### src/include/fb_display_macros.svh
// ====================
// screen, framebuffer and palette sizes for the display pipeline
// include wherever a size is needed
// ====================
`ifndef FB_DISPLAY_MACROS_SVH
`define FB_DISPLAY_MACROS_SVH

// 640x480 raster, active and full frame
`define H_RES        640
`define V_RES        480
`define H_RES_FULL   800
`define V_RES_FULL   525

// sync pulses, active low over [start, end]
`define H_SYNC_START 656
`define H_SYNC_END   751
`define V_SYNC_START 490
`define V_SYNC_END   491

`define FB_WIDTH     320  // framebuffer pixels per line
`define FB_HEIGHT    240  // framebuffer lines
`define LB_SCALE_H   2    // each pixel shown twice
`define LB_SCALE_V   2    // each line shown twice
`define PAL_ENTRIES  64   // clut depth

`define CORDW        10   // screen coordinate bits
`define FB_ADDRW     17   // covers 76800 pixels
`define LB_ADDRW     9    // covers 320 entries

`endif

### src/verilog/fb_display_pkg.sv
// ====================
// types shared by the display pipeline blocks
// ====================
`default_nettype none

`include "fb_display_macros.svh"

package fb_display_pkg;

    typedef logic [`CORDW-1:0]                coord_t;     // screen x or y
    typedef logic [`FB_ADDRW-1:0]             fb_addr_t;   // linear fb address
    typedef logic [$clog2(`PAL_ENTRIES)-1:0]  colr_idx_t;  // palette index
    typedef logic [3:0]                       chan_t;      // one colour channel
    typedef logic [`LB_ADDRW-1:0]             lb_addr_t;   // linebuffer address

    typedef struct packed {
        chan_t r;
        chan_t g;
        chan_t b;
    } rgb_t;

    // raster position and sync levels
    typedef struct packed {
        coord_t sx;
        coord_t sy;
        logic   hsync;  // active low
        logic   vsync;  // active low
        logic   de;     // inside visible area
    } scan_t;

    // host framebuffer write strobe
    typedef struct packed {
        logic      we;
        fb_addr_t  addr;
        colr_idx_t idx;
    } fb_wr_t;

    // host palette write strobe
    typedef struct packed {
        logic      we;
        colr_idx_t idx;
        rgb_t      colr;
    } pal_wr_t;

    typedef struct packed {
        logic     we;
        lb_addr_t addr;
    } lb_wr_t;

    typedef enum logic [2:0] {
        IDLE,        // wait for last line of frame
        START,       // rewind framebuffer position
        AWAIT_POS,   // wait for hblank
        START_LINE,  // decide fetch or repeat
        READ_FB,     // copy one fb line
        LINE_DONE    // check for last fb line
    } loader_state_t;

endpackage

`default_nettype wire

### src/verilog/clut.sv
// ====================
// colour lookup, maps a 6-bit index to 12-bit rgb
// host fills entries with single-cycle strobes
// ====================
`default_nettype none
`timescale 1ns/1ns

`include "fb_display_macros.svh"

module clut
    import fb_display_pkg::*;
(
    input  wire logic      clk_pix,
    input  wire pal_wr_t   pal_wr,
    input  wire colr_idx_t idx,
    output rgb_t           colr
);

    rgb_t palette [`PAL_ENTRIES];

    always_ff @(posedge clk_pix) begin
        if (pal_wr.we) begin
            palette[pal_wr.idx] <= pal_wr.colr;
        end
        colr <= palette[idx];  // registered lookup
    end

endmodule

`default_nettype wire

### config.mk
export PLATFORM = sky130hd
export DESIGN_NAME = clut
export DESIGN_NICKNAME = d
export VERILOG_FILES = /design/src/verilog/fb_display_pkg.sv /design/src/verilog/clut.sv
export VERILOG_INCLUDE_DIRS = /design/src /design/src/include
export SDC_FILE = /design/constraint.sdc
export NUM_CORES = 1
export LEC_CHECK = 0
export BUFFER_PORTS_ARGS = -buffer_cell sky130_fd_sc_hd__buf_4
export CAP_MARGIN = 10
export CELL_PAD_IN_SITES_DETAIL_PLACEMENT = 1
export CELL_PAD_IN_SITES_GLOBAL_PLACEMENT = 2
export CORE_MARGIN = 4
export CORE_UTILIZATION = 50
export CTS_CLUSTER_DIAMETER = 50
export DETAILED_ROUTE_END_ITERATION = 8
export PLACE_DENSITY_LB_ADDON = 0.15
export SLEW_MARGIN = 0
export SYNTH_ARGS = -nofsm -noshare
export SYNTH_HDL_FRONTEND = slang
export SYNTH_SLANG_ARGS = --single-unit
### constraint.sdc
create_clock -name clk_pix -period 5.98 [get_ports clk_pix]
set_clock_uncertainty 0.15 [all_clocks]
set_input_delay 1.196 -clock clk_pix [delete_from_list [all_inputs] [get_ports clk_pix]]
set_output_delay 1.196 -clock clk_pix [all_outputs]
set_load 0.05 [all_outputs]
; Yosys cells after proc, flatten, opt, wreduce, memory -nomap -nowiden
; Memories as Yosys holds them, arrays and structs flattened. A register that Yosys moved wholly into a read port is not among the register bits.
; Cells that the tools add are included.
[word_totals]
memories = 1
mem_bits_rw = 768
regBits = 0
in_bits = 26
elab_cells = 3
output_inout_bits = 12
[mem_list]
columns = name, words, width, read_ports, rd_ports_with_merged_regs, write_ports, line_no
row1 = palette, 64, 12, 1, 1, 1, clut.sv:19  ; rgb_t palette [`PAL_ENTRIES];
[classes]
muxes = 2
[op_table]
columns = cell, n
row1 = 1-bit two-way mux, 2

; Depth between registers and ports, before layout
[logic_depth]
ltp_word = 2
depth_mapped = 9
ltp_nobuf = 5

; Least setup slack after synthesis
; Ideal clock, no wire load.
[synth_path]
kind = input-to-reg
startpoint = in pal_wr[15] (netlist bit)
endpoint = mem palette[48][0] (netlist bit) (enable)
required_time_ns = 5.434
setup_ns = 0.396
arrival_time_ns = 2.584
stages = 4
slack_ns = 2.850
cell_sequence = clkbuf_1 > nor2b_1 > nand4b_1 > nor3_1
[synth_lines]
columns = element, line_no
row1 = "start, declared", clut.sv:14  ; input wire pal_wr_t pal_wr,
row2 = "end, declared", clut.sv:19
; No word-level cell before the write port.

==> flow_metrics.py <==
metrics = {
    "cts": {
        "cts_sinks": 780,
        "cts_made_buffers": 87,
        "h-tree-depth": 3,
        "root_buffer": "clkbuf_16",
        "cts_resized": 0,
        "clock_latency_ns": 0.63,
        "cts_buffer_depth": 3,
        "post_cts_buffers": 0,
        "path_clk_slew_ns": 0.06,
        "tritoncts": "done",
        "hold_buffers": 0,
    },
    "routing": {
        "vias_per_cell": 6.22,
        "wire_per_inst_um": 32.9,
        "routed-wl-met2_mm": 37.6,
        "drt-met1-wl_mm": 31.7,
        "totalWireLength_mm": 75.8,
        "ant_nets": 0,
        "wl_met3_mm": 4.75,
        "drc": 0,
        "vias": 14342,
        "drt_first_pass_iters": 5,
        "dr.first_iter.drc_count": 1412,
        "top_layer": "met5",
    },
    "synthesis": {
        "synth_top_family_by_area": "multiplexers",
        "syn_inst": 1339,
        "synth_cell_types": 35,
        "ys_seq_area_frac": 0.781,
        "synth_top_cell_area_share": 0.773,
        "syn_nets": 1365,
        "syn_avg_cell_area_um2": 22.3,
        "yosysTopAreaCell": "edfxtp_1",
        "synth_xor_area_frac": 0,
        "synthArstFlopShare": 0,
        "netlist_area_um2": 29900,
        "synth-edff-count": 768,
        "synth_compound_area_frac": 0.0259,
        "yosys.area_share.simple": 0.0249,
        "synthMuxAreaShare": 0.154,
        "synth_fa_ha_area_frac": 0,
        "synth_area_leaders": "edfxtp_1, mux4_2, nor2_1",
        "ys_seq_elements": 780,
        "postSynth.topFlopCell": "edfxtp_1",
        "yosysWarnings": 0,
    },
    "sta": {
        "maxSlewHeadroom": 0.356,
        "hold_viol": 0,
        "final.period_utilization": 0.614,
        "max_clock_freq_mhz": 272,
        "setup_viol_count_final": 0,
        "finalSetupTns_ns": 0,
        "worstMarginPinSlew_ns": 0.964,
        "rsz0062_at_grt": "no",
        "period_needed_ns": 3.67,
        "drv_slew": 0,
        "layout_setup_ws_ns": 2.31,
    },
    "pwr": {
        "internal_power_mw": 9.37,
        "power_mw": 11.9,
        "ir_worst_vdd_uv": 267,
        "switching_share": 0.213,
        "p_seq_frac": 0.510,
        "p_comb_frac": 0.051,
        "powerDensity_nw_per_um2": 349,
        "power.share.clock": 0.439,
        "leakage_nw": 10.7,
        "switchingPower_mw": 2.54,
    },
    "global_route": {
        "track_usage": 0.244,
        "grt_pass1_vias": 15280,
        "grt-ovfl-total": 0,
        "grt_pass1_wl_mm": 111,
        "grt_antenna_before_repair": 1,
        "grt_max_degree": 65,
    },
    "cells_and_area": {
        "final_cell_mix": "edfxtp_1, mux4_2, buf_4, clkbuf_16, nor2_1",
        "drive_gt1_frac": 0.292,
        "design.final.nets": 1488,
        "final_common_cell": "edfxtp_1",
        "area_growth_pct": 14.2,
        "diodes": 0,
    },
    "worst_setup_path": {
        "reg2reg_from": "palette[0][2]",
        "ff2ff_setup_slack_ns": 3.78,
        "arrival_ns": 4.03,
        "start_kind": "primary input",
        "crit_path_start": "idx[0]",
        "path_cells": "buf_8 > buf_4 > mux4_2 > nor2b_1 > a211oi_1 > nor3_1 > a22o_1",
        "rr_worst_depth": 5,
        "slowest_delay_ns": 0.63,
        "r2r-end": "colr[2]",
        "worst-path-max-fanout": 52,
        "crit_type": "primary input to flip-flop",
        "cp_slowest_cell": "buf_4",
        "critical_path.endpoint_type": "flip-flop",
        "required_ns": 6.33,
    },
    "floorplan": {
        "placementRows": 89,
        "io_pins": 38,
        "core_um2": 59000,
        "die_h_um": 252,
        "fp.dieW_um": 252,
        "initial_core_util": 0.506,
        "die-area_um2": 63700,
    },
    "run": {
        "maxCapViolCount": 0,
    },
    "placed_design": {
        "place_congestion": 0.793,
        "dp_slack_ns": 1.59,
        "port_buffers": 37,
        "hpwl_mm": 44.2,
    },
    "min_path": {
        "hold_path_startpoint": "palette[52][4]",
        "whs_endpoint": "colr[4]",
        "min_path_cells": 3,
        "hp-class": "flip-flop to flip-flop",
    },
    "outcome": {
        "status": "completed",
    },
}
==> critical path: cells and delay by family <==
family                 cells  cell delay (ns)
AOI/OAI and AO/OA          2             0.72
and+or+nand+nor            2             0.39
muxes                      1             0.57
buffers and inverters      2             1.10
==> kinds of logic (layout without fill, tap and decap cells) <==
group	count (synthesis)	count (layout)
flip-flops	780	780
multiplexers	219	219
AND/OR/NAND/NOR	158	158
AO/OA/AOI/OAI	109	109
buffers and inverters	73	266
==> registers in the layout, summed over array words and instances (netlist names) <==
signal and cells:
palette 768, colr 12
==> cell usage after synthesis (4+ instances only) <==
library cell and instances:
nor3_1 10, nor2_1 74, nor2b_1 15, o21ai_0 11, mux2i_1 20, mux2_2 7, nand2b_1 21, buf_6 13
o22ai_1 23, nand3_1 14, buf_4 11, a211oi_1 13, buf_2 13, edfxtp_1 768, mux4_2 192, clkbuf_1 33
a31oi_1 9, a22o_1 6, a32o_1 4, dfxtp_1 12, a22oi_1 9, a21oi_1 10, o221ai_1 16, nand2_1 14
==> how the worst max path moves through the flow <==
stage / depth (start not counted) / end
after floorplan: 4 / palette[48][0]
after detailed placement: 7 / colr[2]
after global routing: 7 / colr[2]
final: 7 / colr[2]
after global placement: 7 / colr[2]
after CTS: 7 / colr[2]
==> area by class of cell <==
class	instances	area (µm²)
fill	4931	24900
sequential	780	23300
multi-input combinational	486	6150
clock buffer	112	2330
tap	773	967
timing repair buffer	107	865
clock inverter	47	467
==> through the flow <==
stage	utilization	instances	hold slack (ns)	area, µm²
after global placement	0.530	2146	0.713	31300
after global routing	0.578	2305	0.751	34100
final	0.578	2305	0.726	34100
after detailed placement	0.530	2146	0.709	31300
after floorplan	-	1339	0.605	29900
after CTS	0.578	2305	0.725	34100
==> power by group through the flow <==
stage          Sequential, mW  Clock, mW  Combinational, mW
6_report                 6.08       5.23              0.603
5_1_grt                  6.08       5.60              0.643
4_1_cts                  6.07       5.34              0.615
3_3_place_gp             6.19          0              0.604
3_5_place_dp             6.19          0              0.613
2_1_floorplan            6.21          0              0.305
==> per-layer routing <==
metal	track usage	vias up
li1	-	5943
met1	0.346	7830
met2	0.393	468
met3	0.0504	99
met4	0.0684	2
met5	0	-
(Power assumes the default switching activity.)
