<file path="src/include/fb_display_macros.svh">
// ====================
// screen, framebuffer and palette sizes for the display pipeline
// include wherever a size is needed
// ====================
`ifndef FB_DISPLAY_MACROS_SVH
`define FB_DISPLAY_MACROS_SVH

// 640x480 raster, active and full frame
`define H_RES        640
`define V_RES        480
`define H_RES_FULL   800
`define V_RES_FULL   525

// sync pulses, active low over [start, end]
`define H_SYNC_START 656
`define H_SYNC_END   751
`define V_SYNC_START 490
`define V_SYNC_END   491

`define FB_WIDTH     320  // framebuffer pixels per line
`define FB_HEIGHT    240  // framebuffer lines
`define LB_SCALE_H   2    // each pixel shown twice
`define LB_SCALE_V   2    // each line shown twice
`define PAL_ENTRIES  64   // clut depth

`define CORDW        10   // screen coordinate bits
`define FB_ADDRW     17   // covers 76800 pixels
`define LB_ADDRW     9    // covers 320 entries

`endif

</file>
<file path="src/verilog/fb_display_pkg.sv">
// ====================
// types shared by the display pipeline blocks
// ====================
`default_nettype none

`include "fb_display_macros.svh"

package fb_display_pkg;

    typedef logic [`CORDW-1:0]                coord_t;     // screen x or y
    typedef logic [`FB_ADDRW-1:0]             fb_addr_t;   // linear fb address
    typedef logic [$clog2(`PAL_ENTRIES)-1:0]  colr_idx_t;  // palette index
    typedef logic [3:0]                       chan_t;      // one colour channel
    typedef logic [`LB_ADDRW-1:0]             lb_addr_t;   // linebuffer address

    typedef struct packed {
        chan_t r;
        chan_t g;
        chan_t b;
    } rgb_t;

    // raster position and sync levels
    typedef struct packed {
        coord_t sx;
        coord_t sy;
        logic   hsync;  // active low
        logic   vsync;  // active low
        logic   de;     // inside visible area
    } scan_t;

    // host framebuffer write strobe
    typedef struct packed {
        logic      we;
        fb_addr_t  addr;
        colr_idx_t idx;
    } fb_wr_t;

    // host palette write strobe
    typedef struct packed {
        logic      we;
        colr_idx_t idx;
        rgb_t      colr;
    } pal_wr_t;

    typedef struct packed {
        logic     we;
        lb_addr_t addr;
    } lb_wr_t;

    typedef enum logic [2:0] {
        IDLE,        // wait for last line of frame
        START,       // rewind framebuffer position
        AWAIT_POS,   // wait for hblank
        START_LINE,  // decide fetch or repeat
        READ_FB,     // copy one fb line
        LINE_DONE    // check for last fb line
    } loader_state_t;

endpackage

`default_nettype wire

</file>
<file path="src/verilog/display_timings.sv">
// ====================
// 640x480 raster counters with sync and enable decode
// ====================
`default_nettype none
`timescale 1ns/1ns

`include "fb_display_macros.svh"

module display_timings
    import fb_display_pkg::*;
(
    input  wire logic clk_pix,
    input  wire logic rst,
    output scan_t     scan
);

    coord_t sx;  // 0..799
    coord_t sy;  // 0..524

    always_ff @(posedge clk_pix) begin
        if (rst) begin
            sx <= '0;
            sy <= '0;
        end else if (sx == coord_t'(`H_RES_FULL - 1)) begin  // end of line
            sx <= '0;
            sy <= (sy == coord_t'(`V_RES_FULL - 1)) ? '0 : sy + 1'b1;
        end else begin
            sx <= sx + 1'b1;
        end
    end

    // syncs are negative polarity at 640x480
    always_comb begin
        scan.sx    = sx;
        scan.sy    = sy;
        scan.hsync = ~(sx >= coord_t'(`H_SYNC_START) && sx <= coord_t'(`H_SYNC_END));
        scan.vsync = ~(sy >= coord_t'(`V_SYNC_START) && sy <= coord_t'(`V_SYNC_END));
        scan.de    = (sx < coord_t'(`H_RES)) && (sy < coord_t'(`V_RES));
    end

endmodule

`default_nettype wire

</file>
<file path="config.mk">
export PLATFORM = sky130hd
export DESIGN_NAME = display_timings
export DESIGN_NICKNAME = d
export VERILOG_FILES = /design/src/verilog/fb_display_pkg.sv /design/src/verilog/display_timings.sv
export VERILOG_INCLUDE_DIRS = /design/src /design/src/include
export SDC_FILE = /design/constraint.sdc
export NUM_CORES = 1
export LEC_CHECK = 0
export BUFFER_PORTS_ARGS = -buffer_cell sky130_fd_sc_hd__buf_4
export CAP_MARGIN = 20
export CORE_UTILIZATION = 50
export DETAILED_ROUTE_END_ITERATION = 8
export PLACE_DENSITY = 0.74
export SYNTH_ARGS = -nofsm -noshare
export SYNTH_HDL_FRONTEND = slang
export SYNTH_SLANG_ARGS = --single-unit
export TNS_END_PERCENT = 1
</file>
<file path="constraint.sdc">
create_clock -name clk_pix -period 3.3 [get_ports clk_pix]
set_input_delay 0.33 -clock clk_pix [delete_from_list [all_inputs] [get_ports clk_pix]]
set_output_delay 0.33 -clock clk_pix [all_outputs]
set_load 0.01 [all_outputs]
</file>
# Yosys cells after proc, flatten, opt, wreduce, memory -nomap -nowiden
# Index checks and enable logic that the tools add are counted.
# op_classes
addsub	2
multipliers	0
n_div	0
n_lt_le_gt_ge	6
n_eq_ne	2
n_shift	0
mux	1
n_bitwise	2
n_reduce_logical	4
# ops
operator	n
10-bit by 1-bit adder with 10-bit output, second input constant	2
10-bit == test, second input constant	2
10-bit >= comparator, second input constant	1
10-bit by 9-bit >= comparator with 1-bit output, second input constant	1
10-bit less-or-equal comparator, second input constant	1
10-bit by 9-bit less-or-equal comparator with 1-bit output, second input constant	1
10-bit < comparator, second input constant	1
10-bit by 9-bit < comparator with 1-bit output, second input constant	1
10-bit 2-to-1 mux	1
1-bit logical AND	3
1-bit NOT	2
2-bit OR reduction	1
# totals
register_bits	20
latch_bits	0
mem_bits_rw	0
romBits	0
inputBits	2
output_inout_bits	23
wordCells	19
memories	0

# Depth between registers and ports, before layout
# depth
ltp_word	3
depth_mapped	7
ltp_nobuf	6

# Worst setup path before layout
# Ideal clock, no wire load.
# synth_timing
path_type	reg2reg
startpoint	reg sx[0]
endpoint	reg sy[8]
setup_time_ns	0.068
arrival_ns	1.977
t_required_ns	3.232
path_slack_ns	1.255
stages_incl_launch_ff	6
path_buffers	0
period_less_slack_ns	2.045
path_cell_list	dfxtp_1 ha_1 nand4_1 or3_4 or4_4 a21oi_2
# synth_between
elab_chain_cells	1
# synth_rtl
element	line_no	source
from (decl)	display_timings.sv:17	coord_t sx;
from (signal assigned)	display_timings.sv:28	sx <= sx + 1'b1;
10-bit == test	display_timings.sv:24	end else if (sx == coord_t'(`H_RES_FULL - 1)) begin
to (signal assigned)	display_timings.sv:26	sy <= (sy == coord_t'(`V_RES_FULL - 1)) ? '0 : sy + 1'b1;
to (decl)	display_timings.sv:18	coord_t sy;
# Every way passes these cells.
# A chain may end at the register's enable or synchronous reset.

# Final worst setup path
# Ends and elaborated chain as after synthesis.

==> results.sh <==
export IMPL_cts_buffers=3
export IMPL_die_h_um=48.1
export IMPL_drtPass1Iterations=4
export IMPL_place_inst=172
export IMPL_fmax_mhz=467
export IMPL_num_antenna_cells=0
export IMPL_hold_ws_ns=0.254
export IMPL_gp_congestion=0.826
export IMPL_synth_area_per_cell_sq_um=8.43
export IMPL_yosysTopAreaCellShare_pct=37.7
export IMPL_postCtsHoldBufs=0
export IMPL_status="finished, final reports clean"
export IMPL_period_minus_slack_ns=2.14
export IMPL_drt_iter0_drc=11
export IMPL_numPortBuffers=24
export IMPL_initial_core_util_pct=53.6
export IMPL_root_buffer="clkbuf_4"
export IMPL_fin_crit_sh_pct=64.9
export IMPL_grt_pass1_vias=821
export IMPL_yosysUniqueCellTypes=34
export IMPL_synth_cell_area_sq_um=1060
export IMPL_final_common_cell="buf_4"
export IMPL_cp_end_kind="flip-flop"
export IMPL_post_cts_resize_count=0
export IMPL_drv_slew=0
export IMPL_clkTransAtPathRegs_ns=0.11
export IMPL_vdd_drop_max_uv=253
export IMPL_postSynth_asyncResetShare_pct=0
export IMPL_yosysWarnings=0
export IMPL_setup_viol=0
export IMPL_rsz0062_at_grt="no"
export IMPL_synth_area_leaders="dfxtp_1 (38%), xnor2_1 (7.4%), nor2_1 (7.1%)"
export IMPL_cts_tree="built"
export IMPL_drive_above_1_share_pct=22.1
export IMPL_pin_count=25
export IMPL_synth_nets=133
export IMPL_synth_edff_count=0
export IMPL_drc=0
export IMPL_wl_um=2410
export IMPL_routedWlPerCell_um=13.7
export IMPL_antenna_found_initial=0
export IMPL_cp_max_fo=7
export IMPL_max_clock_path_buffers=2
export IMPL_yosys_area_top_type="dfxtp_1"
export IMPL_routed_via_density=5.53
export IMPL_max_slew_margin_pct=57.9
export IMPL_synth_flop_cell="dfxtp_1"
export IMPL_gr_total_overflow=0
export IMPL_power_uw=411
export IMPL_cts_htree_levels=1
export IMPL_ys_ff_latch=20
export IMPL_critPathRequiredTime_ns=3.54
export IMPL_seq_area_frac_synth_pct=37.7
export IMPL_hold_viol=0
export IMPL_p_leak_uw=0.000478
export IMPL_crit_arrival_ns=2.38
export IMPL_final_nets=157
export IMPL_syn_instance_count=126
export IMPL_place_hpwl_um=1750
export IMPL_clock_sinks=20
export IMPL_insertion_delay_ns=0.30
export IMPL_track_usage_pct=22.3
export IMPL_placementRows=16
export IMPL_stdcell_count=176
export IMPL_fillCellCount=186
export IMPL_power_per_cell_area_nw_per_um2=319
export IMPL_core_area_sq_um=1980
export IMPL_min_path_type="input port to flip-flop"
export IMPL_final_util_pct=64.8
export IMPL_tns_ns=0
export IMPL_via_count=973
export IMPL_syn_to_final_growth_pct=21.0
export IMPL_grt_max_degree=12
export IMPL_ant_nets=0
export IMPL_skew_ns=0.00370
export IMPL_criticalPathCategory="flip-flop to flip-flop"
export IMPL_critPathLaunchType="flip-flop"
export IMPL_grt_pass1_wl_um=3530
export IMPL_final_cell_mix="buf_4 (24), nor2_1 (20), dfxtp_1 (20)"
export IMPL_chipWidth_um=48.1
export IMPL_maxCapViolCount=0
export IMPL_die_area_sq_um=2310
export IMPL_post_cts_buffers=0
export IMPL_tightest_slew_ns=0.626
## registers in the layout, indices dropped and copies added (netlist names)
signal and count:
sy 10, sx 10
## path summary, 6_finish.rpt
check / startpoint / end / slack [ns] / depth (start not counted)
max: sx[0]$_SDFF_PP0_ / sy[8]$_SDFFE_PP0N_ / 1.16 / 5
min: rst / sx[4]$_SDFF_PP0_ / 0.25 / 2
max reg2reg: sx[0]$_SDFF_PP0_ / sy[8]$_SDFFE_PP0N_ / 1.16 / 5
min reg2reg: sx[0]$_SDFF_PP0_ / sx[0]$_SDFF_PP0_ / 0.51 / 1
## worst max-delay path, stage by stage, from the launching register on
cell	delay, ns
dfxtp_1	0.42
ha_1	0.25
nand4_1	0.28
or3_4	0.51
or4_4	0.50
a21oi_2	0.13
## synth_stat cells, drive strengths merged (2+ instances only)
| cell | instances |
|---|---|
| nand2 | 7 |
| a21oi | 3 |
| o21bai | 2 |
| ha | 5 |
| nor3 | 6 |
| buf | 2 |
| clkbuf | 3 |
| dfxtp | 20 |
| or3 | 2 |
| inv | 7 |
| nand4 | 7 |
| nand3 | 7 |
| nor4b | 2 |
| nor4 | 6 |
| and3 | 2 |
| xnor2 | 9 |
| nor2 | 20 |
| xor2 | 4 |
| or4 | 2 |
## power breakdown
part | internal, uW | switching, uW
combinational | 8.64 | 11.2
clock | 67.3 | 74.4
sequential | 244 | 4.62
## layout make-up
cell class / count / area [sq um] / area share, %
Clock buffer: 4 / 36.3 / 2.82
Inverter: 7 / 26.3 / 2.04
Multi-Input combinational cell: 94 / 608 / 47.3
Sequential cell: 20 / 400 / 31.2
Tap cell: 27 / 33.8 / 2.63
Timing Repair Buffer: 24 / 180 / 14.0
## per-stage QoR
step                      cell area, sq um  setup slack, ns
after floorplan                       1060             1.25
final                                 1280             1.16
after global routing                  1280             1.02
after CTS                             1280             1.18
after global placement                1250             1.26
after detailed placement              1250             1.21
## logic make-up (layout without fill, tap and decap cells)
group | Yosys count | count (layout) | share of synthesized area (%)
AOI/OAI and AO/OA | 9 | 9 | 5.77
xor gates and xnor gates | 13 | 13 | 10.7
adders and majority gates | 5 | 5 | 5.89
buffers and inverters | 12 | 35 | 5.06
DFF | 20 | 20 | 37.7
muxes | 1 | 1 | 0.942
and+or+nand+nor | 66 | 66 | 33.9
## per-layer routing
| metal | up-vias | wire length [um] | global-route usage [%] |
|---|---|---|---|
| met5 | - | 0 | 0 |
| met4 | 0 | 36 | 11.1 |
| met3 | 6 | 84 | 2.22 |
| met2 | 28 | 1220 | 40.3 |
| met1 | 455 | 1080 | 26.0 |
| li1 | 484 | - | - |
No activity file was read; power rests on OpenSTA's default activity.
