===== src/include/fb_display_macros.svh =====
// ====================
// screen, framebuffer and palette sizes for the display pipeline
// include wherever a size is needed
// ====================
`ifndef FB_DISPLAY_MACROS_SVH
`define FB_DISPLAY_MACROS_SVH

// 640x480 raster, active and full frame
`define H_RES        640
`define V_RES        480
`define H_RES_FULL   800
`define V_RES_FULL   525

// sync pulses, active low over [start, end]
`define H_SYNC_START 656
`define H_SYNC_END   751
`define V_SYNC_START 490
`define V_SYNC_END   491

`define FB_WIDTH     320  // framebuffer pixels per line
`define FB_HEIGHT    240  // framebuffer lines
`define LB_SCALE_H   2    // each pixel shown twice
`define LB_SCALE_V   2    // each line shown twice
`define PAL_ENTRIES  64   // clut depth

`define CORDW        10   // screen coordinate bits
`define FB_ADDRW     17   // covers 76800 pixels
`define LB_ADDRW     9    // covers 320 entries

`endif


===== src/verilog/fb_display_pkg.sv =====
// ====================
// types shared by the display pipeline blocks
// ====================
`default_nettype none

`include "fb_display_macros.svh"

package fb_display_pkg;

    typedef logic [`CORDW-1:0]                coord_t;     // screen x or y
    typedef logic [`FB_ADDRW-1:0]             fb_addr_t;   // linear fb address
    typedef logic [$clog2(`PAL_ENTRIES)-1:0]  colr_idx_t;  // palette index
    typedef logic [3:0]                       chan_t;      // one colour channel
    typedef logic [`LB_ADDRW-1:0]             lb_addr_t;   // linebuffer address

    typedef struct packed {
        chan_t r;
        chan_t g;
        chan_t b;
    } rgb_t;

    // raster position and sync levels
    typedef struct packed {
        coord_t sx;
        coord_t sy;
        logic   hsync;  // active low
        logic   vsync;  // active low
        logic   de;     // inside visible area
    } scan_t;

    // host framebuffer write strobe
    typedef struct packed {
        logic      we;
        fb_addr_t  addr;
        colr_idx_t idx;
    } fb_wr_t;

    // host palette write strobe
    typedef struct packed {
        logic      we;
        colr_idx_t idx;
        rgb_t      colr;
    } pal_wr_t;

    typedef struct packed {
        logic     we;
        lb_addr_t addr;
    } lb_wr_t;

    typedef enum logic [2:0] {
        IDLE,        // wait for last line of frame
        START,       // rewind framebuffer position
        AWAIT_POS,   // wait for hblank
        START_LINE,  // decide fetch or repeat
        READ_FB,     // copy one fb line
        LINE_DONE    // check for last fb line
    } loader_state_t;

endpackage

`default_nettype wire


===== src/verilog/linebuffer.sv =====
// ====================
// one scaled line of rgb, written by the loader and read by the raster
// each entry is read LB_SCALE_H times in a row
// ====================
`default_nettype none
`timescale 1ns/1ns

`include "fb_display_macros.svh"

module linebuffer
    import fb_display_pkg::*;
(
    input  wire logic   clk_pix,
    input  wire lb_wr_t lb_wr,
    input  wire rgb_t   data_in,
    input  wire scan_t  scan,
    output rgb_t        data_out
);

    localparam int RPT_W = $clog2(`LB_SCALE_H);

    // separate store per channel
    chan_t mem_r [`FB_WIDTH];
    chan_t mem_g [`FB_WIDTH];
    chan_t mem_b [`FB_WIDTH];

    lb_addr_t         addr_read;
    logic [RPT_W-1:0] pix_rpt;  // repeats of current entry

    always_ff @(posedge clk_pix) begin
        if (lb_wr.we) begin
            mem_r[lb_wr.addr] <= data_in.r;
            mem_g[lb_wr.addr] <= data_in.g;
            mem_b[lb_wr.addr] <= data_in.b;
        end
    end

    // two cycles early, addr 0 at sx 799 and data at sx 0
    always_ff @(posedge clk_pix) begin
        if (scan.sx == coord_t'(`H_RES_FULL - 2)) begin
            addr_read <= '0;
            pix_rpt   <= '0;
        end else if (addr_read < lb_addr_t'(`FB_WIDTH - 1)) begin  // hold on last entry
            if (pix_rpt == RPT_W'(`LB_SCALE_H - 1)) begin
                pix_rpt   <= '0;
                addr_read <= addr_read + 1'b1;
            end else begin
                pix_rpt <= pix_rpt + 1'b1;
            end
        end
    end

    always_ff @(posedge clk_pix) begin
        data_out.r <= mem_r[addr_read];
        data_out.g <= mem_g[addr_read];
        data_out.b <= mem_b[addr_read];
    end

endmodule

`default_nettype wire


===== config.mk =====
export PLATFORM = sky130hd
export DESIGN_NAME = linebuffer
export DESIGN_NICKNAME = d
export VERILOG_FILES = /design/src/verilog/fb_display_pkg.sv /design/src/verilog/linebuffer.sv
export VERILOG_INCLUDE_DIRS = /design/src /design/src/include
export SDC_FILE = /design/constraint.sdc
export NUM_CORES = 2
export LEC_CHECK = 0
export BUFFER_PORTS_ARGS = -buffer_cell sky130_fd_sc_hd__clkbuf_2
export CAP_MARGIN = 10
export CORE_ASPECT_RATIO = 0.5
export CORE_MARGIN = 3
export CORE_UTILIZATION = 23
export CTS_CLUSTER_DIAMETER = 100
export CTS_CLUSTER_SIZE = 20
export DETAILED_ROUTE_END_ITERATION = 8
export PLACE_DENSITY = 0.44
export SLEW_MARGIN = 20
export SYNTH_ARGS = -nofsm -noshare
export SYNTH_HDL_FRONTEND = slang
export SYNTH_SLANG_ARGS = --single-unit

===== constraint.sdc =====
create_clock -name clk_pix -period 4.5 [get_ports clk_pix]
set_clock_uncertainty 0.1 [all_clocks]
set_input_delay 0.225 -clock clk_pix [delete_from_list [all_inputs] [get_ports clk_pix]]
set_output_delay 0.225 -clock clk_pix [all_outputs]
set_load 0.01 [all_outputs]

# ---- Word-level counts from Yosys, hierarchy flattened
# Memory sizes are Yosys's and may differ from the RTL's. A register that Yosys moved wholly into a read port is not among the register bits.
# Index checks and enable logic that the tools add are counted.
dict set report totals {
  mem_bits_rw 3840
  inputBits 46
  mem_count 3
  regBits 10
  out_inout_bits 12
}
dict set report op_classes {
  n_eq_ne 1
  n_lt_le_gt_ge 1
  reduce_logical 1
  muxes 3
  add_sub_neg 2
}
# memory depth word_bits read_ports rd_ports_with_merged_regs wr line
set memory_table {}
lappend memory_table {mem_b 320 4 1 1 1 linebuffer.sv:25} ;# chan_t mem_b [`FB_WIDTH];
lappend memory_table {mem_g 320 4 1 1 1 linebuffer.sv:24} ;# chan_t mem_g [`FB_WIDTH];
lappend memory_table {mem_r 320 4 1 1 1 linebuffer.sv:23} ;# chan_t mem_r [`FB_WIDTH];
# operator n
set op_table {}
lappend op_table {{10-bit equality test (second input constant)} 1}
lappend op_table {{9-bit by 1-bit adder with 9-bit output (second input constant)} 1}
lappend op_table {{9-bit < comparator (second input constant)} 1}
lappend op_table {{1-bit two-way mux} 3}
lappend op_table {{2-bit AND reduction} 1}
lappend op_table {{1-bit adder (second input constant)} 1}

# ---- Longest topological paths before layout
dict set report logic_depth {
  depth_word 2
  depth_mapped 14
  ltp_nobuf 7
}

# ---- Worst setup path before layout
# OpenSTA, ideal clock, no wires.
dict set report synth_timing {
  path_type {reg-to-reg}
  startpoint {register addr_read[1]}
  endpoint {register, netlist name data_out[6]}
  path_buffers 3
  arrival_time_ps 2429
  setup_time_ps 132
  stages_incl_launch_ff 9
  setup_slack_ps 1839
  cell_sequence {dfxtp_1 > buf_2 > buf_2 > clkbuf_1 > mux4_2 > mux4_2 > mux4_2 > inv_1 > a32oi_1}
}
# element line
set synth_lines {}
lappend synth_lines {{start, declared} linebuffer.sv:27} ;# lb_addr_t addr_read;
lappend synth_lines {{start signal, assigned} linebuffer.sv:46} ;# addr_read <= addr_read + 1'b1;

==> impl_results.md <==
* NumNets Final at 7527
* # IOs at 58
* Crit path kind: reg2reg
* Syn. warnings at 0
* Hold Crit Start: scan[21]
* Die Ht at 577.4 um
* CTS tree: yes
* CTS Root Buffer Type: clkbuf_16
* TritonRoute pass-1 iters at 5
* Pwr Density at 541.2 nW/um^2
* Synth Flop Type: edfxtp_1
* Critical path startpoint: addr_read[1]
* CTS sink count at 3862
* Maximum vdd drop at 0.4155 mV
* Yosys reg bits at 3862
* Post-synth EDFFs at 3840
* R2R setup slack at 0.26 ns
* Cell Area, Placed at 164900 um^2
* Tot GR Track Use at 13.83%
* Startpoint Class: flip-flop
* H-tree levels at 4
* Post-Syn Area at 150200 um^2
* Seq/Total Area, Yosys at 77.06%
* Reg2reg end: data_out[3]
* Max clock buf depth at 4
* Die W at 1149 um
* Critical Path RT at 5.23 ns
* GR Overflow Total at 0
* Largest family of logic cells by synthesized area: multiplexers
* Core ar. at 649600 um^2
* Number of port buffers at 44
* Fin crit share at 94.33%
* Simple-gate share of the synthesized area at 2.131%
* Area grow syn2layout at 13.78%
* Vias in the first global route at 73.82k
* Share of cells above drive strength 1 at 24.66%
* Lkg Pwr at 52.10 nW
* Number of antenna violations at the first check in global routing at 49
* Cts bufs inserted at 217
* GP Congestion at 0.7834
* Commonest non-fill, non-tap cell in the layout: edfxtp_1
* Launching point of the worst reg2reg path: addr_read[1]
* Mux cell area share after synthesis at 15.80%
* Starting Density at 23.12%
* Worst-path clk slew at 0.09 ns
* Fmax at 235.6 MHz
* Netlist cell types at 91
* Iter 0 DRT Violations at 8649
* Final instance area at 170900 um^2
* Routed WL at 473700 um
* Cell count after synthesis at 6902
* Relative slew slack at 14.69%
* Largest net degree at the start of global routing at 149
* Critical Path Sink Type: flip-flop
* HP Class: in2reg
* Synth Area in Adders at 0.008330%
* R2R cell count at 11
* Critical Path AT at 4.97 ns
* Max-Cap Viols at 0
* Final non-filler cell total at 16.20k
* Via density at 4.545
* WL/cell at 29.25 um
* Post-route ant nets at 0
* Vias after detailed routing at 73.61k
* Standard-cell rows at 209
* Dpl hpwl at 297700 um
* Xor/xnor share of the synthesized area at 0.04082%
* Crit path max fanout at 38
* Synth Area in Compound Gates at 2.858%
* Final min period at 4.245 ns
* Crit path to: data_out[3]
* Power Total at 92.50 mW
* Setup_tns at 0 ns
* Clk Latency, worst-skew pair at 0.96 ns
* RSZ-0062 raised after global routing: no
* DP Cell Count at 15.90k
* Syn_nets at 6949
* Hold Vio Cnt, Final at 0
* Final Slew Violations at 0
* Status: finished, final reports clean
* Ys async rst share at 0%
* First-pass GRT wire length at 646200 um
* Layout Utilization at 26.31%
* DIE AREA at 663400 um^2
* Most frequent cells in the layout: edfxtp_1, mux4_2, buf_4, nor2_1, mux2i_1
* Mean post-synth cell area at 21.76 um^2
* # DRC at 0
* Tightest Pin Transition at 1.280 ns
* Final setup viols at 0
==> stage by stage <==
step	setup WS, ns	hold slack (ns)
3_3_place_gp	-0.02504	0.3943
2_1_floorplan	1.839	0.2239
6_report	0.2550	0.08379
5_1_grt	0.1023	0.05317
4_1_cts	0.1870	0.02258
3_5_place_dp	0.2309	0.3791
==> per-layer routing <==
metal	vias up	global-route usage (%)	wire, um
met5	-	0	13
met4	2	2.607	8983
met3	403	2.063	27610
met2	2272	22.71	224800
met1	40970	19.63	212300
li1	29970	-	-
==> cell families (layout without fill, tap and decap cells) <==
group | after synthesis | after routing
adder cells (fa/ha/maj) | 1 | 1
other | 0 | 14
AND/OR/NAND/NOR | 746 | 746
flip-flops | 3862 | 3862
buffers and inverters | 427 | 1056
XOR/XNOR | 7 | 7
AO/OA/AOI/OAI | 607 | 607
multiplexers | 1252 | 1252
==> where the power goes <==
group          switching [mW]  leakage [nW]  total (mW)  internal (mW)
combinational            19.4          14.6        31.8           12.4
clock                    11.7          2.84        20.6           8.88
sequential              0.497          34.7        40.1           39.6
total                    31.6          52.1        92.5           60.9
==> cell type report <==
class | count | area, um^2
antenna | 14 | 35.03
clock buffer | 255 | 5637
clock inverter | 15 | 196.4
fill | 65080 | 478700
inverter | 11 | 56.30
multi-input combinational | 2613 | 31500
sequential | 3862 | 115800
tap | 8651 | 10820
timing repair buffer | 775 | 6879
==> synth_stat cells, types with 9 or more instances <==
master / number / area, um^2
mux4_2: 776 / 17480
a221oi_1: 53 / 464.2
a22o_1: 18 / 157.7
nand4_1: 9 / 56.30
nor2_1: 406 / 1524
nor3_1: 26 / 130.1
buf_4: 60 / 450.4
nor2b_1: 26 / 162.7
nand3_1: 55 / 275.3
clkbuf_1: 120 / 450.4
clkbuf_8: 40 / 550.5
nand2_1: 164 / 615.6
buf_6: 47 / 529.3
a21oi_1: 123 / 615.6
mux2i_1: 357 / 3573
edfxtp_1: 3840 / 115300
a211oi_1: 40 / 300.3
mux2_2: 30 / 337.8
buf_8: 28 / 420.4
o221ai_1: 62 / 543.0
o211ai_1: 20 / 150.1
o22ai_1: 41 / 256.5
o21ai_0: 69 / 345.3
dfxtp_1: 22 / 440.4
buf_1: 11 / 41.29
buf_2: 96 / 480.5
a22oi_1: 93 / 698.2
mux4_1: 89 / 2338
nor4_1: 10 / 62.56
==> sequential cells by signal, indices dropped and copies added, names as in the netlist <==
name       flops
addr_read      9
data_out      12
mem_b       1280
mem_g       1280
mem_r       1280
pix_rpt        1
==> worst min-delay path by stage <==
stage	to	slack, ns	cells past startpoint
after floorplan	mem_b[0][0]	0.22	0
after CTS	mem_g[222][3]	0.02	5
after global routing	addr_read[7]	0.05	4
final	addr_read[6]	0.08	4
after detailed placement	pix_rpt	0.38	2
after global placement	pix_rpt	0.39	2
==> worst max-delay path, cell delays in order, from the launching register on <==
cell,delay [ns]
dfxtp_4,0.89
buf_12,0.26
buf_12,0.26
buf_4,0.31
mux2i_1,0.23
o22ai_1,0.10
a2111oi_1,0.87
buf_4,0.23
a221o_1,0.26
a211o_1,0.28
buf_12,0.14
a41oi_1,0.10
==> timing repair <==
action / CTS / global route
resized for setup: 0 / 0
buffers inserted: 0 / 0
hold endpoints to repair: 1447 / 0
hold buffers: 15 / 0
Power figures use the tool's default switching activity.
