`src/include/fb_display_macros.svh`:
```
// ====================
// screen, framebuffer and palette sizes for the display pipeline
// include wherever a size is needed
// ====================
`ifndef FB_DISPLAY_MACROS_SVH
`define FB_DISPLAY_MACROS_SVH

// 640x480 raster, active and full frame
`define H_RES        640
`define V_RES        480
`define H_RES_FULL   800
`define V_RES_FULL   525

// sync pulses, active low over [start, end]
`define H_SYNC_START 656
`define H_SYNC_END   751
`define V_SYNC_START 490
`define V_SYNC_END   491

`define FB_WIDTH     320  // framebuffer pixels per line
`define FB_HEIGHT    240  // framebuffer lines
`define LB_SCALE_H   2    // each pixel shown twice
`define LB_SCALE_V   2    // each line shown twice
`define PAL_ENTRIES  64   // clut depth

`define CORDW        10   // screen coordinate bits
`define FB_ADDRW     17   // covers 76800 pixels
`define LB_ADDRW     9    // covers 320 entries

`endif

```
`src/verilog/fb_display_pkg.sv`:
```
// ====================
// types shared by the display pipeline blocks
// ====================
`default_nettype none

`include "fb_display_macros.svh"

package fb_display_pkg;

    typedef logic [`CORDW-1:0]                coord_t;     // screen x or y
    typedef logic [`FB_ADDRW-1:0]             fb_addr_t;   // linear fb address
    typedef logic [$clog2(`PAL_ENTRIES)-1:0]  colr_idx_t;  // palette index
    typedef logic [3:0]                       chan_t;      // one colour channel
    typedef logic [`LB_ADDRW-1:0]             lb_addr_t;   // linebuffer address

    typedef struct packed {
        chan_t r;
        chan_t g;
        chan_t b;
    } rgb_t;

    // raster position and sync levels
    typedef struct packed {
        coord_t sx;
        coord_t sy;
        logic   hsync;  // active low
        logic   vsync;  // active low
        logic   de;     // inside visible area
    } scan_t;

    // host framebuffer write strobe
    typedef struct packed {
        logic      we;
        fb_addr_t  addr;
        colr_idx_t idx;
    } fb_wr_t;

    // host palette write strobe
    typedef struct packed {
        logic      we;
        colr_idx_t idx;
        rgb_t      colr;
    } pal_wr_t;

    typedef struct packed {
        logic     we;
        lb_addr_t addr;
    } lb_wr_t;

    typedef enum logic [2:0] {
        IDLE,        // wait for last line of frame
        START,       // rewind framebuffer position
        AWAIT_POS,   // wait for hblank
        START_LINE,  // decide fetch or repeat
        READ_FB,     // copy one fb line
        LINE_DONE    // check for last fb line
    } loader_state_t;

endpackage

`default_nettype wire

```
`src/verilog/lb_loader.sv`:
```
// ====================
// copies framebuffer lines into the linebuffer during hblank
// one fetch serves LB_SCALE_V screen lines
// ====================
`default_nettype none
`timescale 1ns/1ns

`include "fb_display_macros.svh"

module lb_loader
    import fb_display_pkg::*;
(
    input  wire logic  clk_pix,
    input  wire logic  rst,
    input  wire scan_t scan,
    output fb_addr_t   fb_addr_read,
    output lb_wr_t     lb_wr
);

    localparam int LINE_W = $clog2(`FB_HEIGHT);
    localparam int RPT_W  = $clog2(`LB_SCALE_V);

    loader_state_t state, state_next;

    logic [LINE_W-1:0] fb_line_cnt;  // framebuffer line in progress
    logic [RPT_W-1:0]  lb_line_rpt;  // screen line within repeat group
    lb_addr_t          lb_addr;      // write address, aligned with fb read

    // write pipe, stage 1; stage 2 is lb_wr itself
    logic     we_p1;
    lb_addr_t addr_p1;

    logic hblank_start;
    logic frame_start;
    logic fb_read_line;
    logic fb_last_pixel;
    logic fb_last_line;

    always_comb begin
        hblank_start  = (scan.sx == coord_t'(`H_RES));
        frame_start   = (scan.sy == coord_t'(`V_RES_FULL - 1));  // line before frame
        fb_read_line  = (lb_line_rpt == '0);  // fetch only on first of group
        fb_last_pixel = (lb_addr == lb_addr_t'(`FB_WIDTH - 1));
        fb_last_line  = (fb_line_cnt == LINE_W'(`FB_HEIGHT - 1));
    end

    always_comb begin
        case (state)
            IDLE:       state_next = frame_start ? START : IDLE;
            START:      state_next = AWAIT_POS;
            AWAIT_POS:  state_next = hblank_start ? START_LINE : AWAIT_POS;
            START_LINE: state_next = fb_read_line ? READ_FB : AWAIT_POS;
            READ_FB:    state_next = fb_last_pixel ? LINE_DONE : READ_FB;
            LINE_DONE:  state_next = fb_last_line ? IDLE : AWAIT_POS;
            default:    state_next = IDLE;
        endcase
    end

    always_ff @(posedge clk_pix) begin
        if (rst) begin
            state <= IDLE;
        end else begin
            state <= state_next;
        end
    end

    // framebuffer position and line counters
    always_ff @(posedge clk_pix) begin
        case (state)
            START: begin
                fb_addr_read <= '0;  // top left of framebuffer
                fb_line_cnt  <= '0;
                lb_line_rpt  <= '0;
            end
            START_LINE: begin
                lb_addr <= '0;
                if (lb_line_rpt == RPT_W'(`LB_SCALE_V - 1)) begin
                    fb_line_cnt <= fb_line_cnt + 1'b1;
                    lb_line_rpt <= '0;
                end else begin
                    lb_line_rpt <= lb_line_rpt + 1'b1;
                end
            end
            READ_FB: begin
                // ends on start of next fb line
                fb_addr_read <= fb_addr_read + 1'b1;
                lb_addr      <= lb_addr + 1'b1;
            end
            default: ;
        endcase
    end

    // two stages cover fb_ram and clut latency
    always_ff @(posedge clk_pix) begin
        we_p1         <= (state == READ_FB);
        addr_p1       <= lb_addr;
        lb_wr.we      <= we_p1;
        lb_wr.addr    <= addr_p1;
        if (rst) begin
            we_p1    <= 1'b0;
            lb_wr.we <= 1'b0;
        end
    end

endmodule

`default_nettype wire

```
`config.mk`:
```
export PLATFORM = sky130hd
export DESIGN_NAME = lb_loader
export DESIGN_NICKNAME = d
export VERILOG_FILES = /design/src/verilog/fb_display_pkg.sv /design/src/verilog/lb_loader.sv
export VERILOG_INCLUDE_DIRS = /design/src /design/src/include
export SDC_FILE = /design/constraint.sdc
export NUM_CORES = 1
export LEC_CHECK = 0
export ABC_AREA = 1
export BUFFER_PORTS_ARGS = -buffer_cell sky130_fd_sc_hd__buf_4
export CORE_MARGIN = 2
export CORE_UTILIZATION = 29
export DETAILED_ROUTE_END_ITERATION = 8
export SLEW_MARGIN = 15
export SYNTH_ARGS = -nofsm -noshare
export SYNTH_HDL_FRONTEND = slang
export SYNTH_SLANG_ARGS = --single-unit
export TNS_END_PERCENT = 5
```
`constraint.sdc`:
```
create_clock -name clk_pix -period 3 [get_ports clk_pix]
set_input_delay 0.6 -clock clk_pix [delete_from_list [all_inputs] [get_ports clk_pix]]
set_output_delay 0.6 -clock clk_pix [all_outputs]
set_load 0.01 [all_outputs]
```
# [Word-level counts from Yosys, hierarchy flattened]
# Index checks and enable logic that the tools add are counted.
[classes] add_sub_neg=4 n_eq_ne=10 mux=12 n_reduce_logical=5
[ops] op="one-hot mux 17 bit (2 select lines)" n=1
[ops] op="== test 10 bit, second input constant" n=2
[ops] op="one-hot mux 3 bit (6 select lines)" n=1
[ops] op="one-hot mux 9 bit (2 select lines)" n=1
[ops] op="adder 17 x 1 -> 17 bit, second input constant" n=1
[ops] op="one-hot mux 8 bit (2 select lines)" n=1
[ops] op="adder 9 x 1 -> 9 bit, second input constant" n=1
[ops] op="== test 9 bit, second input constant" n=1
[ops] op="adder 8 x 1 -> 8 bit, second input constant" n=1
[ops] op="== test 8 bit, second input constant" n=1
[ops] op="2-to-1 mux 8 bit" n=1
[ops] op="== test 3 x 2 -> 1 bit, second input constant" n=2
[ops] op="== test 3 bit, second input constant" n=2
[ops] op="nonzero test 2 bit" n=3
[ops] op="2-to-1 mux 1 bit" n=4
[ops] op="== test 3 x 1 -> 1 bit, second input constant" n=1
[ops] op="zero test 3 bit" n=1
[ops] op="2-to-1 mux 3 bit" n=1
[ops] op="2-to-1 mux 2 bit" n=1
[ops] op="!= test 2 bit, second input constant" n=1
[ops] op="one-hot mux 1 bit (2 select lines)" n=1
[ops] op="AND reduction 2 bit" n=1
[ops] op="adder 1 bit, second input constant" n=1
[word_totals] ff_bits=58 output_inout_bits=27 wordCells=40

# [Depth between registers and ports, before layout]
[depth] ltp_word=3 mapped_depth=8 mapped_depth_nobuf=8

# [Worst setup path before layout]
# OpenSTA, ideal clock, no wires.
[synth_timing] path_kind="register -> register" from="reg state[2]" to="reg fb_addr_read[0] (enable)" setup_ns=0.415 arrival_time_ns=1.770 required_ns=2.585 path_slack_ns=0.815 path_stages_with_launch=4 n_path_buf=0 synth_period_minus_slack_ns=2.185 path_cell_list="dfxtp_1 > inv_1 > nand2_2 > o21ai_0"
[synth_via] elab_chain_len=2
[synth_rtl] item="start, declared" line_no="lb_loader.sv:23" rtl="loader_state_t state, state_next;"
[synth_rtl] item="start signal, assigned" line_no="lb_loader.sv:63" rtl="state <= state_next;"
[synth_rtl] item="== test 3 bit / == test 3 x 1 -> 1 bit (equally long branches)" line_no="lb_loader.sv:69" rtl="case (state)"
[synth_rtl] item="nonzero test 2 bit (no line) (*)"
[synth_rtl] item="end signal, assigned" line_no="lb_loader.sv:86" rtl="fb_addr_read <= fb_addr_read + 1'b1;"
[synth_rtl] item="end, declared" line_no="lb_loader.sv:16" rtl="output fb_addr_t fb_addr_read,"
# Mark *: on every way between the ends. The rest lies on a longest branch, timed or not.
# A chain may end at the register's enable or synchronous reset.

# [Worst setup path in the final report]
[layout_timing] from="reg state[1]" to="reg fb_addr_read[12] (enable)"
# Same word-level chain as after synthesis.

==> impl_results.md <==
- Status: finished, final reports clean
- GRT Overall Usage: 0.112
- Detailed Place HPWL: roughly 3600 um
- Synth-to-Final Area Change: 27.2%
- Startpoint Class: flip-flop
- Delay-heaviest family, CP: buffers and inverters
- Peak VDD IR: ~0.17 mV
- Synth Flop Type: edfxtp_1
- CTS max path bufs: 2
- Crit end category: flip-flop
- Synth top area share: 0.406
- Nets: 375
- Post-synthesis cell count: 289
- Met3 wire len: roughly 260 um
- Fin Setup TNS: 0 ns
- Critical Path Max Stage Delay: ~0.34 ns
- Setup CP Type: reg2reg
- Total Power: ~1.6 mW
- Slew margin rel.: 0.519
- Largest net degree at the start of global routing: 27
- Worst R2R Setup Slack: 1.36 ns
- Worst EP required: around 3.0 ns
- Placed Area: between 0.003 and 0.004 sq mm
- Max layer used: met4
- Die footprint: roughly 0.0097 sq mm
- Post-route minimum period: approximately 1.6 ns
- DRT iter0 DRCs: between 100 and 150
- Clock root buffer: clkbuf_8
- Seq/Total Area, Yosys: 0.584
- Worst EP arrival: 1.65 ns
- Peak Freq: slightly above 0.6 GHz
- Fraction of layout cells with a size suffix above 1: 0.222
- Drc violations: 0
- Total CTS buffers: 9
- Die height: between 90 and 100 um
- Port buffer count: 48
- Initial antenna violation count: 0
- First-pass GRT wire length: about 8700 um
- M1 wire length: between 2000 and 2500 um
- Tightest Hold Check Type: reg2reg
- RSZ-0062 raised after global routing: no
- Post-synth ARST share: 0
- Max Slew Vio Count: 0
- Max Cap Viol: 0
- Initial core utilization: 0.298
- # setup viols final: 0
- Crit Path Max Fanout: 26
- Yosys reg bits: 58
- Critical path buffers and inverters: 2
- Post-synth EDFFs: 35
- Place WS: about 1.3 ns
- Clock latency on the worst-skew pair: between 0.3 and 0.4 ns
- CTS H-tree depth: 3
- Slew @ Worst Pin: 0.718 ns
- Die Wd: 98.5 um
- Total wire length: between 5000 and 6000 um
- Resize count post-CTS: 0
- Diodes inserted: 0
- Setup Buffers After CTS: 0
- Syn. warnings: 0
- Top-count cell post-synth: nand2_1
- Final std cell area, no fill: roughly 0.0033 sq mm
- Cells along the critical path: inv_1, nand3_4, o21ai_1, buf_4
- Post-synthesis cell area: about 0.0026 sq mm
- Clock sinks: 58
- WL met2: 2350 um
- I/O pins: 52
- Post-Syn Nets: between 300 and 400
- Number of global-route vias before repair: 2005
- Routed len/inst: around 11 um
- Hold buffer count at cts: 0
- CORE AREA: between 0.008 and 0.009 sq mm
- Multi-input gate area: around 900 sq um
- CTS tree: built
- TritonRoute pass-1 iters: 4
- Register area: approximately 0.0015 sq mm
- Fin Clk Skew: between 0.01 and 0.015 ns
- PnR worst setup slack: 1.36 ns
- Final Hold Viols: 0
- Synth area leader: edfxtp_1
- Via density per instance: 4.36
- Pwr dens: between 400 and 500 mW/mm^2
- Final period util: 0.547
- LEAKAGE: between 1 and 1.5 nW
- Filler Cell Count: approximately 910
- Num rows: 34
- Mean Syn Cell Area: approximately 9.0 sq um
- Total number of vias: about 2000
- CTS clk-pin slew, worst paths: ~0.070 ns
- Gpl congestion: ~0.76
- Overflow after GRT: 0
- Area contributors post-synth: edfxtp_1, dfxtp_1, nand2_1
- Antenna-violating nets left: 0
- Netlist cell types: 25
- Synth top cells by count: nand2_1, nor2_1, inv_1, edfxtp_1, dfxtp_1
- Slowest cell on the critical path: dfxtp_1
[flip-flops by register name, summed over array words and instances, names as in the netlist]
signal        flops
lb_wr            10
lb_addr           9
addr_p1           9
we_p1             1
fb_line_cnt       8
state             3
fb_addr_read     17
lb_line_rpt       1
[kinds of logic after synthesis]
logic type	share of synthesized area
adder cells (fa/ha/maj)	0.0145
XOR/XNOR	0.0237
buffers and inverters	0.0706
AO/OA/AOI/OAI	0.0575
flip-flops	0.584
AND/OR/NAND/NOR	0.250
[worst paths after layout]
path,from,endpoint,cells past startpoint
worst max-delay path,state[1]$_SDFF_PP0_,fb_addr_read[12]$_SDFFCE_PN0P_,4
worst max register to register,state[1]$_SDFF_PP0_,fb_addr_read[12]$_SDFFCE_PN0P_,4
worst min register to register,addr_p1[0]$_DFF_P_,lb_wr[0]$_DFF_P_,0
worst min-delay path,addr_p1[0]$_DFF_P_,lb_wr[0]$_DFF_P_,0
[layout by cell type, fill, tap and decap left out, drive strengths merged]
master,count
buf,49
ha,3
inv,46
a21oi,18
xor2,2
nor3b,1
or2,2
nand2,57
dfxtp,23
clkinv,3
nor2,56
edfxtp,35
nand4,5
o21bai,1
xnor2,5
clkbuf,13
o21ai,9
nor3,2
a31oi,1
nand3,21
[routing by layer]
layer / track usage / vias up
li1: - / 1047
met1: 0.138 / 891
met2: 0.181 / 60
met3: 0.0284 / 7
met4: 0.0601 / 0
met5: 0 / -
[per-stage QoR]
| step | util | hold slack [ns] | std cells |
|---|---|---|---|
| after floorplan | - | 0.310 | 289 |
| after global placement | 0.355 | 0.311 | 444 |
| after detailed placement | 0.355 | 0.312 | 444 |
| after CTS | 0.379 | 0.328 | 460 |
| after global routing | 0.379 | 0.339 | 460 |
| final | 0.379 | 0.326 | 460 |
[power by group]
group | switching (mW) | leakage [nW] | internal (mW)
Sequential | 0.000178 | 0.487 | 0.835
Clock | 0.305 | 0.110 | 0.422
Combinational | 0.00765 | 0.881 | 0.0199
[worst reg2reg max path: cells and delay by family, from the launching register on]
kind | cells | cell delay [ns]
compound gates | 1 | 0.19
flops | 1 | 0.34
simple gates | 1 | 0.32
buf+inv | 2 | 0.47
[area by class of cell]
cell class,instances,share of cell area
clock buffer,13,0.0582
inverter,46,0.0525
tap,108,0.0411
timing repair buffer,49,0.112
multi-input combinational,183,0.271
sequential,58,0.459
clock inverter,3,0.00570
Power figures use the tool's default switching activity.
